--- config.mk ---
export PLATFORM = sky130hd
export DESIGN_NAME = load_order_check
export DESIGN_NICKNAME = d
export VERILOG_FILES = /design/src/source/lsu_pkg.sv /design/src/source/load_order_check.sv
export VERILOG_INCLUDE_DIRS = /design/src /design/src/source
export SDC_FILE = /design/constraint.sdc
export NUM_CORES = 1
export LEC_CHECK = 0
export BUFFER_PORTS_ARGS = -buffer_cell sky130_fd_sc_hd__buf_2
export CAP_MARGIN = 10
export CORE_MARGIN = 5
export CORE_UTILIZATION = 34
export DETAILED_ROUTE_END_ITERATION = 8
export GPL_TIMING_DRIVEN = 1
export PLACE_DENSITY_LB_ADDON = 0.2
export SETUP_SLACK_MARGIN = 0.05
export SLEW_MARGIN = 20
export SYNTH_ARGS = -nofsm -noshare
export SYNTH_HDL_FRONTEND = slang
export SYNTH_SLANG_ARGS = --single-unit
--- constraint.sdc ---
create_clock -name clk_in -period 8 [get_ports clk_in]
set_input_delay 0.8 -clock clk_in [delete_from_list [all_inputs] [get_ports clk_in]]
set_output_delay 0.8 -clock clk_in [all_outputs]
set_load 0.01 [all_outputs]
--- src/source/lsu_defines.svh ---
`ifndef LSU_DEFINES_SVH
`define LSU_DEFINES_SVH

// load buffer rows
// fill and issue scans adapt to any depth
`define LSU_LB_DEPTH 3

// rob index width, 8 slots
`define LSU_ROB_IX_W 3

// data and byte address width
`define LSU_XLEN 32

// data memory depth in 32-bit words
// index taken from address bits above the byte offset
`define LSU_MEM_WORDS 256

`endif

--- src/source/lsu_pkg.sv ---
`default_nettype none
`include "lsu_defines.svh"

package lsu_pkg;

  // rob slot number
  typedef logic [`LSU_ROB_IX_W-1:0] rob_ix_t;

  // load buffer row number
  typedef logic [$clog2(`LSU_LB_DEPTH)-1:0] lb_row_t;

  // load from address calculation, also the issued request
  typedef struct packed {
    logic [`LSU_XLEN-1:0] addr;
    rob_ix_t              rob_ix;
  } load_req_t;

  // committing store, word write
  typedef struct packed {
    logic [`LSU_XLEN-1:0] addr;
    logic [`LSU_XLEN-1:0] data;
    rob_ix_t              rob_ix;
  } store_req_t;

  // completed load back toward the rob
  typedef struct packed {
    logic [`LSU_XLEN-1:0] data;
    rob_ix_t              rob_ix;
  } load_result_t;

endpackage

`default_nettype wire

--- src/source/load_order_check.sv ---
`timescale 1ns/1ps
`default_nettype none
`include "lsu_defines.svh"

module load_order_check (
  input  wire                      clk_in,
  input  wire                      rst_n,
  input  wire                      flush,
  input  wire                      store_alloc,
  input  wire lsu_pkg::rob_ix_t    store_alloc_ix,
  input  wire                      store_commit,
  input  wire lsu_pkg::rob_ix_t    store_commit_ix,
  input  wire lsu_pkg::rob_ix_t    rob_head,
  input  wire [`LSU_LB_DEPTH-1:0]  row_occupied,
  input  wire lsu_pkg::load_req_t  row_entries [`LSU_LB_DEPTH],
  output logic [`LSU_LB_DEPTH-1:0] row_can_load
);
  import lsu_pkg::*;

  localparam int DEPTH     = `LSU_LB_DEPTH;
  localparam int ROB_SLOTS = 1 << `LSU_ROB_IX_W;

  // one bit per rob slot, uncommitted store
  logic [ROB_SLOTS-1:0] pending_q;
  // per row, some older store still waiting
  logic [DEPTH-1:0]     older_pending;

  // distance from the head, wraps with the index width
  function automatic rob_ix_t rob_age(rob_ix_t ix, rob_ix_t head);
    return rob_ix_t'(ix - head);
  endfunction

  // set on alloc, cleared on commit
  // flush wipes all marks, like a mispredict
  always_ff @(posedge clk_in or negedge rst_n) begin
    if (!rst_n) begin
      pending_q <= '0;
    end else if (flush) begin
      pending_q <= '0;
    end else begin
      if (store_commit) begin
        pending_q[store_commit_ix] <= 1'b0;
      end
      if (store_alloc) begin
        pending_q[store_alloc_ix] <= 1'b1;
      end
    end
  end

  // compare every pending slot against every row
  // strictly smaller age means the store is older than the load
  always_comb begin
    rob_ix_t load_age;
    older_pending = '0;
    for (int r = 0; r < DEPTH; r++) begin
      load_age = rob_age(row_entries[r].rob_ix, rob_head);
      for (int s = 0; s < ROB_SLOTS; s++) begin
        if (pending_q[s] && (rob_age(rob_ix_t'(s), rob_head) < load_age)) begin
          older_pending[r] = 1'b1;
        end
      end
    end
  end

  // empty rows never released
  assign row_can_load = row_occupied & ~older_pending;

  // rob must not hand out a store slot that has not committed yet
  a_alloc_free: assert property (@(posedge clk_in) disable iff (!rst_n)
    store_alloc && !flush |-> !pending_q[store_alloc_ix]);

endmodule

`default_nettype wire

==> flow_summary.yaml <==
global_route:
  antenna_found_initial: 0
  grt_overflow: 0
  grt_pass1_wl_um: 6680
  grt_usage_pct: 13.3
  grt_max_degree: 21
  grt_pass1_vias: 1410
layout:
  area_growth_pct: 13.8
  largest_reg_flops: 8
  nets: 365
  num-fill-cells: 452
  fin_util_pct: 40.0
  insertedDiodeCount: 0
  drive_above_1_share_pct: 18.2
  top_register: "pending_q"
  top_regs: "pending_q (8)"
route:
  wirelength_um: 3880
  wl_per_cell_um: 14.3
  firstDrtPassIters: 4
  vias: 1482
  postRouteAntennaNets: 0
  avgViaCountPerCell: 5.45
  drtIter0Drc: 65
  drt_drc_violations_left: 0
floorplan:
  core_area_mm2: 0.00435
  initial_utilization_pct: 35.1
  io_pins: 125
  fp.dieW_um: 77.1
  num_rows: 24
  dieArea_mm2: 0.00594
  die_y_um: 77.1
setup_path:
  cp-end-kind: "output pin"
  cp_max_fo: 14
  cp.required_ns: 7.20
  r2r_slack_ns: 7.16
  cp.arrival_ns: 3.57
  path_class: "in -> out"
  r2r-start: "pending_q[2]"
  startpoint: "rob_head[1]"
  startpoint_type: "input port"
yosys:
  synth-edff-count: 0
  yosys_register_bits: 8
  synth_top_area_cell: "ha_1"
  synthDominantCellAreaShare_pct: 14.7
  postSynthCellCount: 195
  seq_area_frac_synth_pct: 13.1
  yosys_warnings: 0
  netlist_area_mm2: 0.00153
  synthFlopType: "dfrtp_1"
  synth_top_cells_by_area: "ha_1, dfrtp_1, a21oi_1"
  synth_cell_type_count: 39
  synth_common_cells: "a21oi_1, ha_1, inv_1"
  synthMostInstantiatedCell: "a21oi_1"
  syn-num-nets: 338
  synth_area_per_cell_um2: 7.85
  async_reset_ff_share_pct: 100
timing:
  fin_ws_ns: 3.63
  layout_worst_path_cycle_share_pct: 54.6
  fmax_mhz: 229
  finalHoldViolCount: 0
  clock_skew_ns: 0
  rsz0062_at_grt: "false"
  setup_tns_ns: 0
  setup_viol: 0
  tightestPinTransition_ns: 0.497
  fin_crit_ns: 4.37
  slew_headroom_pct: 66.6
  drv_slew: 0
clock_network:
  htree_levels: 1
  cts_max_path_buffers: 2
  cts_buffers: 3
  post_cts_buffers: 0
  cts_tree: "yes"
  cts-root-buf: "clkbuf_8"
  clock_insertion_delay_worst_skew_ns: 0.23
  clkSinkCount: 8
  cts_hold_buf: 0
  clk_pin_slew_ns: 0.04
  cts-resized-gates: 0
placed_design:
  hpwlAfterDp_um: 3100
  place_congestion: 0.817
  pre_cts_slack_ns: 3.57
  io_buffers: 28
power:
  p_leak_nw: 0.766
  p_per_area_mw_per_mm2: 117
  peakVddDrop_mv: 0.0595
  total_power_mw: 0.204
worst_hold_path:
  hp-class: "in -> async"
outcome:
  status: "finished, final reports clean"
flow_run:
  maxCapViolCount: 0
kinds of logic after synthesis:
family	after synthesis	synth area share [%]
fa+ha+maj	27	22.8
xor+xnor	10	7.69
buf+inv	20	5.72
compound gates	64	25.7
mux	7	4.91
simple gates	59	20.1
flops	8	13.1
cells in the final DEF, fill, tap and decap left out, drive strengths merged, types with 8 or more instances in the layout:
| cell | n |
|---|---|
| a21oi | 27 |
| buf | 28 |
| dfrtp | 8 |
| ha | 18 |
| inv | 14 |
| nand2 | 11 |
| nand2b | 12 |
| nand3 | 10 |
| nor2 | 12 |
| o21ai | 11 |
final timing paths:
check / endpoint / depth (start not counted)
max: row_can_load[1] / 10
min: pending_q[4] / 1
max reg2reg: pending_q[2] / 2
min reg2reg: pending_q[7] / 2
max in group asynchronous: pending_q[7] / 1
min in group clk_in: pending_q[7] / 2
metrics by stage:
step                area [µm²]  hold slack, ns  instances
floorplan                 1530           0.504        195
global placement          1700           0.602        269
detailed placement        1700           0.608        269
CTS                       1740           0.408        272
global route              1740           0.419        272
finish                    1740           0.404        272
critical path: stages:
cell,delay [ns]
buf_2,0.28
inv_1,0.32
fa_1,0.53
xor2_2,0.38
xnor2_1,0.30
ha_1,0.34
o211ai_1,0.18
nand3_1,0.09
nor3_1,0.19
buf_2,0.16
area by class of cell:
| cell class | instances | area (µm²) | area share [%] |
|---|---|---|---|
| multi-input cells | 167 | 1240 | 71.3 |
| flip-flops and latches | 8 | 200 | 11.5 |
| repair buffers | 28 | 140 | 8.05 |
| well taps | 52 | 65.1 | 3.74 |
| inverters | 14 | 52.6 | 3.02 |
| clock buffers | 3 | 41.3 | 2.37 |
power by group:
part | switching, mW | internal (mW)
Clock | 0.0153 | 0.0325
Combinational | 0.0640 | 0.0476
Sequential | 0.00271 | 0.0420
Total | 0.0820 | 0.122
per-layer routing:
metal / GRT usage, % / up-vias / wire [µm]
li1: - / 766 / -
met1: 19.1 / 687 / 1980
met2: 21.4 / 26 / 1740
met3: 1.41 / 3 / 136
met4: 2.58 / 0 / 21
met5: 0 / - / 0
Power figures use the tool's default switching activity.
