===== src/source/lsu_defines.svh =====
`ifndef LSU_DEFINES_SVH
`define LSU_DEFINES_SVH

// load buffer rows
// fill and issue scans adapt to any depth
`define LSU_LB_DEPTH 3

// rob index width, 8 slots
`define LSU_ROB_IX_W 3

// data and byte address width
`define LSU_XLEN 32

// data memory depth in 32-bit words
// index taken from address bits above the byte offset
`define LSU_MEM_WORDS 256

`endif


===== src/source/lsu_pkg.sv =====
`default_nettype none
`include "lsu_defines.svh"

package lsu_pkg;

  // rob slot number
  typedef logic [`LSU_ROB_IX_W-1:0] rob_ix_t;

  // load buffer row number
  typedef logic [$clog2(`LSU_LB_DEPTH)-1:0] lb_row_t;

  // load from address calculation, also the issued request
  typedef struct packed {
    logic [`LSU_XLEN-1:0] addr;
    rob_ix_t              rob_ix;
  } load_req_t;

  // committing store, word write
  typedef struct packed {
    logic [`LSU_XLEN-1:0] addr;
    logic [`LSU_XLEN-1:0] data;
    rob_ix_t              rob_ix;
  } store_req_t;

  // completed load back toward the rob
  typedef struct packed {
    logic [`LSU_XLEN-1:0] data;
    rob_ix_t              rob_ix;
  } load_result_t;

endpackage

`default_nettype wire


===== src/source/load_buffer.sv =====
`timescale 1ns/1ps
`default_nettype none
`include "lsu_defines.svh"

module load_buffer (
  input  wire                      clk_in,
  input  wire                      rst_n,
  input  wire                      flush,
  input  wire                      load_valid,
  input  wire lsu_pkg::load_req_t  load_in,
  input  wire [`LSU_LB_DEPTH-1:0]  row_can_load,
  input  wire                      issue_accept,
  output logic                     load_ready,
  output logic [`LSU_LB_DEPTH-1:0] row_occupied,
  output lsu_pkg::load_req_t       row_entries [`LSU_LB_DEPTH],
  output logic                     issue_valid,
  output lsu_pkg::load_req_t       issue_req
);
  import lsu_pkg::*;

  localparam int DEPTH = `LSU_LB_DEPTH;

  // row payload
  load_req_t        row_q [DEPTH];
  // one occupied bit per row
  logic [DEPTH-1:0] occ_q;
  lb_row_t          fill_row;
  lb_row_t          issue_row;
  // rows that hold a load and passed the ordering check
  logic [DEPTH-1:0] issue_mask;
  logic             fill;
  logic             issue_fire;

  // lowest free row wins
  // scan top down so the last hit is the lowest index
  always_comb begin
    fill_row = '0;
    for (int i = DEPTH - 1; i >= 0; i--) begin
      if (!occ_q[i]) begin
        fill_row = lb_row_t'(i);
      end
    end
  end

  assign issue_mask = occ_q & row_can_load;

  // highest eligible row wins
  always_comb begin
    issue_row = '0;
    for (int i = 0; i < DEPTH; i++) begin
      if (issue_mask[i]) begin
        issue_row = lb_row_t'(i);
      end
    end
  end

  // ready straight from occupancy
  // input dropped when full
  assign load_ready   = ~&occ_q;
  assign fill         = load_valid && load_ready;
  // a row filled last edge may go out this cycle
  assign issue_valid  = |issue_mask;
  assign issue_req    = row_q[issue_row];
  assign issue_fire   = issue_valid && issue_accept;
  // rows exported for the age compare
  assign row_occupied = occ_q;
  assign row_entries  = row_q;

  // flush drops every waiting load
  always_ff @(posedge clk_in or negedge rst_n) begin
    if (!rst_n) begin
      occ_q <= '0;
    end else if (flush) begin
      occ_q <= '0;
    end else begin
      // fill and issue never hit the same row
      if (issue_fire) begin
        occ_q[issue_row] <= 1'b0;
      end
      if (fill) begin
        occ_q[fill_row] <= 1'b1;
      end
    end
  end

  always_ff @(posedge clk_in) begin
    if (fill) begin
      row_q[fill_row] <= load_in;
    end
  end

  // issued row freed at that edge and cannot go out again
  a_issue_frees: assert property (@(posedge clk_in) disable iff (!rst_n)
    issue_fire |=> !occ_q[$past(issue_row)]);

  // taking the last free row with nothing leaving drops ready next cycle
  a_ready_full: assert property (@(posedge clk_in) disable iff (!rst_n)
    fill && !issue_fire && !flush && ($countones(occ_q) == DEPTH - 1)
    |=> !load_ready);

endmodule

`default_nettype wire


===== config.mk =====
export PLATFORM = sky130hd
export DESIGN_NAME = load_buffer
export DESIGN_NICKNAME = d
export VERILOG_FILES = /design/src/source/lsu_pkg.sv /design/src/source/load_buffer.sv
export VERILOG_INCLUDE_DIRS = /design/src /design/src/source
export SDC_FILE = /design/constraint.sdc
export NUM_CORES = 1
export LEC_CHECK = 0
export ABC_AREA = 0
export BUFFER_PORTS_ARGS = -buffer_cell sky130_fd_sc_hd__buf_2
export CAP_MARGIN = 20
export CORE_MARGIN = 1.5
export CORE_UTILIZATION = 35
export CTS_BUF_LIST = sky130_fd_sc_hd__clkbuf_2 sky130_fd_sc_hd__clkbuf_4 sky130_fd_sc_hd__clkbuf_8
export CTS_CLUSTER_DIAMETER = 100
export CTS_CLUSTER_SIZE = 12
export DETAILED_ROUTE_END_ITERATION = 8
export PLACE_DENSITY = 0.66
export SETUP_SLACK_MARGIN = 0.15
export SLEW_MARGIN = 20
export SYNTH_ARGS = -nofsm -noshare
export SYNTH_HDL_FRONTEND = slang
export SYNTH_SLANG_ARGS = --single-unit

===== constraint.sdc =====
create_clock -name clk_in -period 2.7 [get_ports clk_in]
set_input_delay 0.405 -clock clk_in [delete_from_list [all_inputs] [get_ports clk_in]]
set_output_delay 0.405 -clock clk_in [all_outputs]
set_load 0.02 [all_outputs]

==> impl_metrics.tcl <==
set metrics [dict create \
    outcome "finished, final reports clean" \
    port_buffers 187 \
    grt_pass1_vias 2585 \
    p_per_area_mw_per_mm2 606 \
    drt-pass1-iter-count 4 \
    wl_um 8820 \
    cts_tree "built" \
    die_y_um 111 \
    io_pins 188 \
    ctsResizeCount 0 \
    grt_overflow 0 \
    synth-seq-cells 108 \
    reg2regPathDepth 2 \
    cp-end-kind "primary output" \
    ant_nets 0 \
    area_delta_synth_final_pct 32.3 \
    finalPower_uw 3270 \
    drc 0 \
    synth_largest_area_cell "edfxtp_1" \
    rsz0062_at_grt "false" \
    wl_met3_um 603 \
    grt_antenna_before_repair 0 \
    clkTransAtPathRegs_ns 0.10 \
    insertion_delay_ns 0.35 \
    die_area_mm2 0.0123 \
    gp_congestion 0.715 \
    drtIter0Drc 94 \
    top_layer "met4" \
    wl_met2_um 4310 \
    pre_cts_slack_ns 0.678 \
    diodes 0 \
    grt_max_degree 48 \
    ys_warn_count 0 \
    report.final.slew_viol_count 0 \
    fillerInstances 1015 \
    fin_setup_tns_ns 0 \
    setup_viol 0 \
    worst_pin_slew_ns 0.668 \
    multi_input_area_um2 777 \
    fin_skew_ns 0.0157 \
    leakage_uw 0.00235 \
    syn_area_mm2 0.00408 \
    syn_inst 243 \
    hold_class "in2reg" \
    post-synth-top-area-fraction_pct 77.4 \
    nets 479 \
    grtUsageTotal_pct 13.9 \
    critical_path.startpoint_type "flip-flop" \
    hold_violations 0 \
    fp-row-count 39 \
    cts_buffers 9 \
    dp_hpwl_um 6040 \
    final_common_cell "buf_2" \
    critPathArrivalTime_ns 1.94 \
    ys_seq_area_share_pct 79.2 \
    hold_path_depth 2 \
    max_freq_mhz 427 \
    final_cell_mix "187 x buf_2, 105 x edfxtp_1, 39 x nand2_1" \
    clock-sinks 108 \
    ys_types 21 \
    die_w_um 111 \
    path_max_fanout 47 \
    relSlewSlack_pct 55.5 \
    start_util_pct 35.8 \
    max_cap_violations 0 \
    detail_route.vias_per_cell 4.69 \
    fin_crit_sh_pct 86.7 \
    ir_worst_vdd_uv 280 \
    regArea_mm2 0.00323 \
    hold_buffers 1 \
    root_buffer "clkbuf_8" \
    routedLengthMet1_um 3780 \
    avgSynthCellArea_um2 16.8 \
    synth_area_leaders "edfxtp_1 77%, mux2i_1 8.6%, o21ai_1 3.7%, nand2_1 3.6%, dfrtp_1 1.8%" \
    dr_total_vias 2741 \
    worst_slack_ns 0.358 \
    grt_pass1_wl_um 13400 \
    crit_required_ns 2.30 \
    coreArea_mm2 0.0114 \
    postCtsSetupBuffers 0 \
    routedWlPerCell_um 15.1 \
    drive_gt1_share_pct 47.8 \
    synth_nets 286 \
    critPathKind "reg2out" \
    fin_crit_ns 2.34 \
    clk_path_buf_depth 2 \
    htree_levels 3 \
]
## cell type report
type	count	share of cell area, %
sequential	108	59.9
inverter	1	0.0696
tap	143	3.32
multi-input combinational	123	14.4
clock buffer	10	2.44
timing repair buffer	193	18.7
clock inverter	6	1.18
## worst max-delay path: stages, from the launching register on
cell,delay (ns)
dfrtp_1,0.43
and2_2,0.48
buf_12,0.27
nand2_1,0.07
o21ai_1,0.10
buf_2,0.19
## cell usage after synthesis (all sizes together)
master  instances
nand2          40
nand3           2
o21ai          36
mux2i          35
nand3b          1
a311oi          1
nor2b           1
nor2            2
buf             9
inv             1
clkbuf          2
edfxtp        105
dfrtp           3
and4b           1
and2            1
a21oi           2
and3            1
## kinds of logic after synthesis
family / Yosys count / share of synthesized area [%]
flops: 108 / 79.2
compound gates: 39 / 5.04
simple gates: 49 / 5.19
buf+inv: 12 / 1.96
mux: 35 / 8.60
## stage by stage
stage	utilization, %	area [um^2]	cells	hold WS (ns)
after floorplan	-	4080	243	0.109
after global placement	45.6	5190	567	0.206
after detailed placement	45.6	5190	567	0.203
after CTS	47.4	5390	584	0.219
after global routing	47.4	5390	584	0.214
final	47.4	5390	584	0.241
## registers in the layout (all words and copies together) (netlist names)
| register | count |
|---|---|
| row_entries | 105 |
| row_occupied | 3 |
## path summary, 6_finish.rpt
path,startpoint,slack [ns],end
setup / recovery,row_occupied[2],0.36,issue_req[9]
hold / removal,flush,0.24,row_occupied[0]
setup reg to reg,row_occupied[0],1.07,row_entries[9]
hold reg to reg,row_occupied[2],0.64,row_occupied[2]
max in group asynchronous,rst_n,2.21,row_occupied[2]
min in group asynchronous,rst_n,0.38,row_occupied[1]
## power by group
group	leakage, uW	internal (uW)	total [uW]	switching (uW)
sequential	0.00101	1910	1940	32.6
combinational	0.00124	127	371	244
clock	0.0000993	440	952	512
## layer usage
metal	up-vias	global-route usage (%)
li1	1303	-
met5	-	0
met2	120	23.1
met4	0	4.19
met3	14	4.05
met1	1304	17.7
No activity file was read; power rests on OpenSTA's default activity.
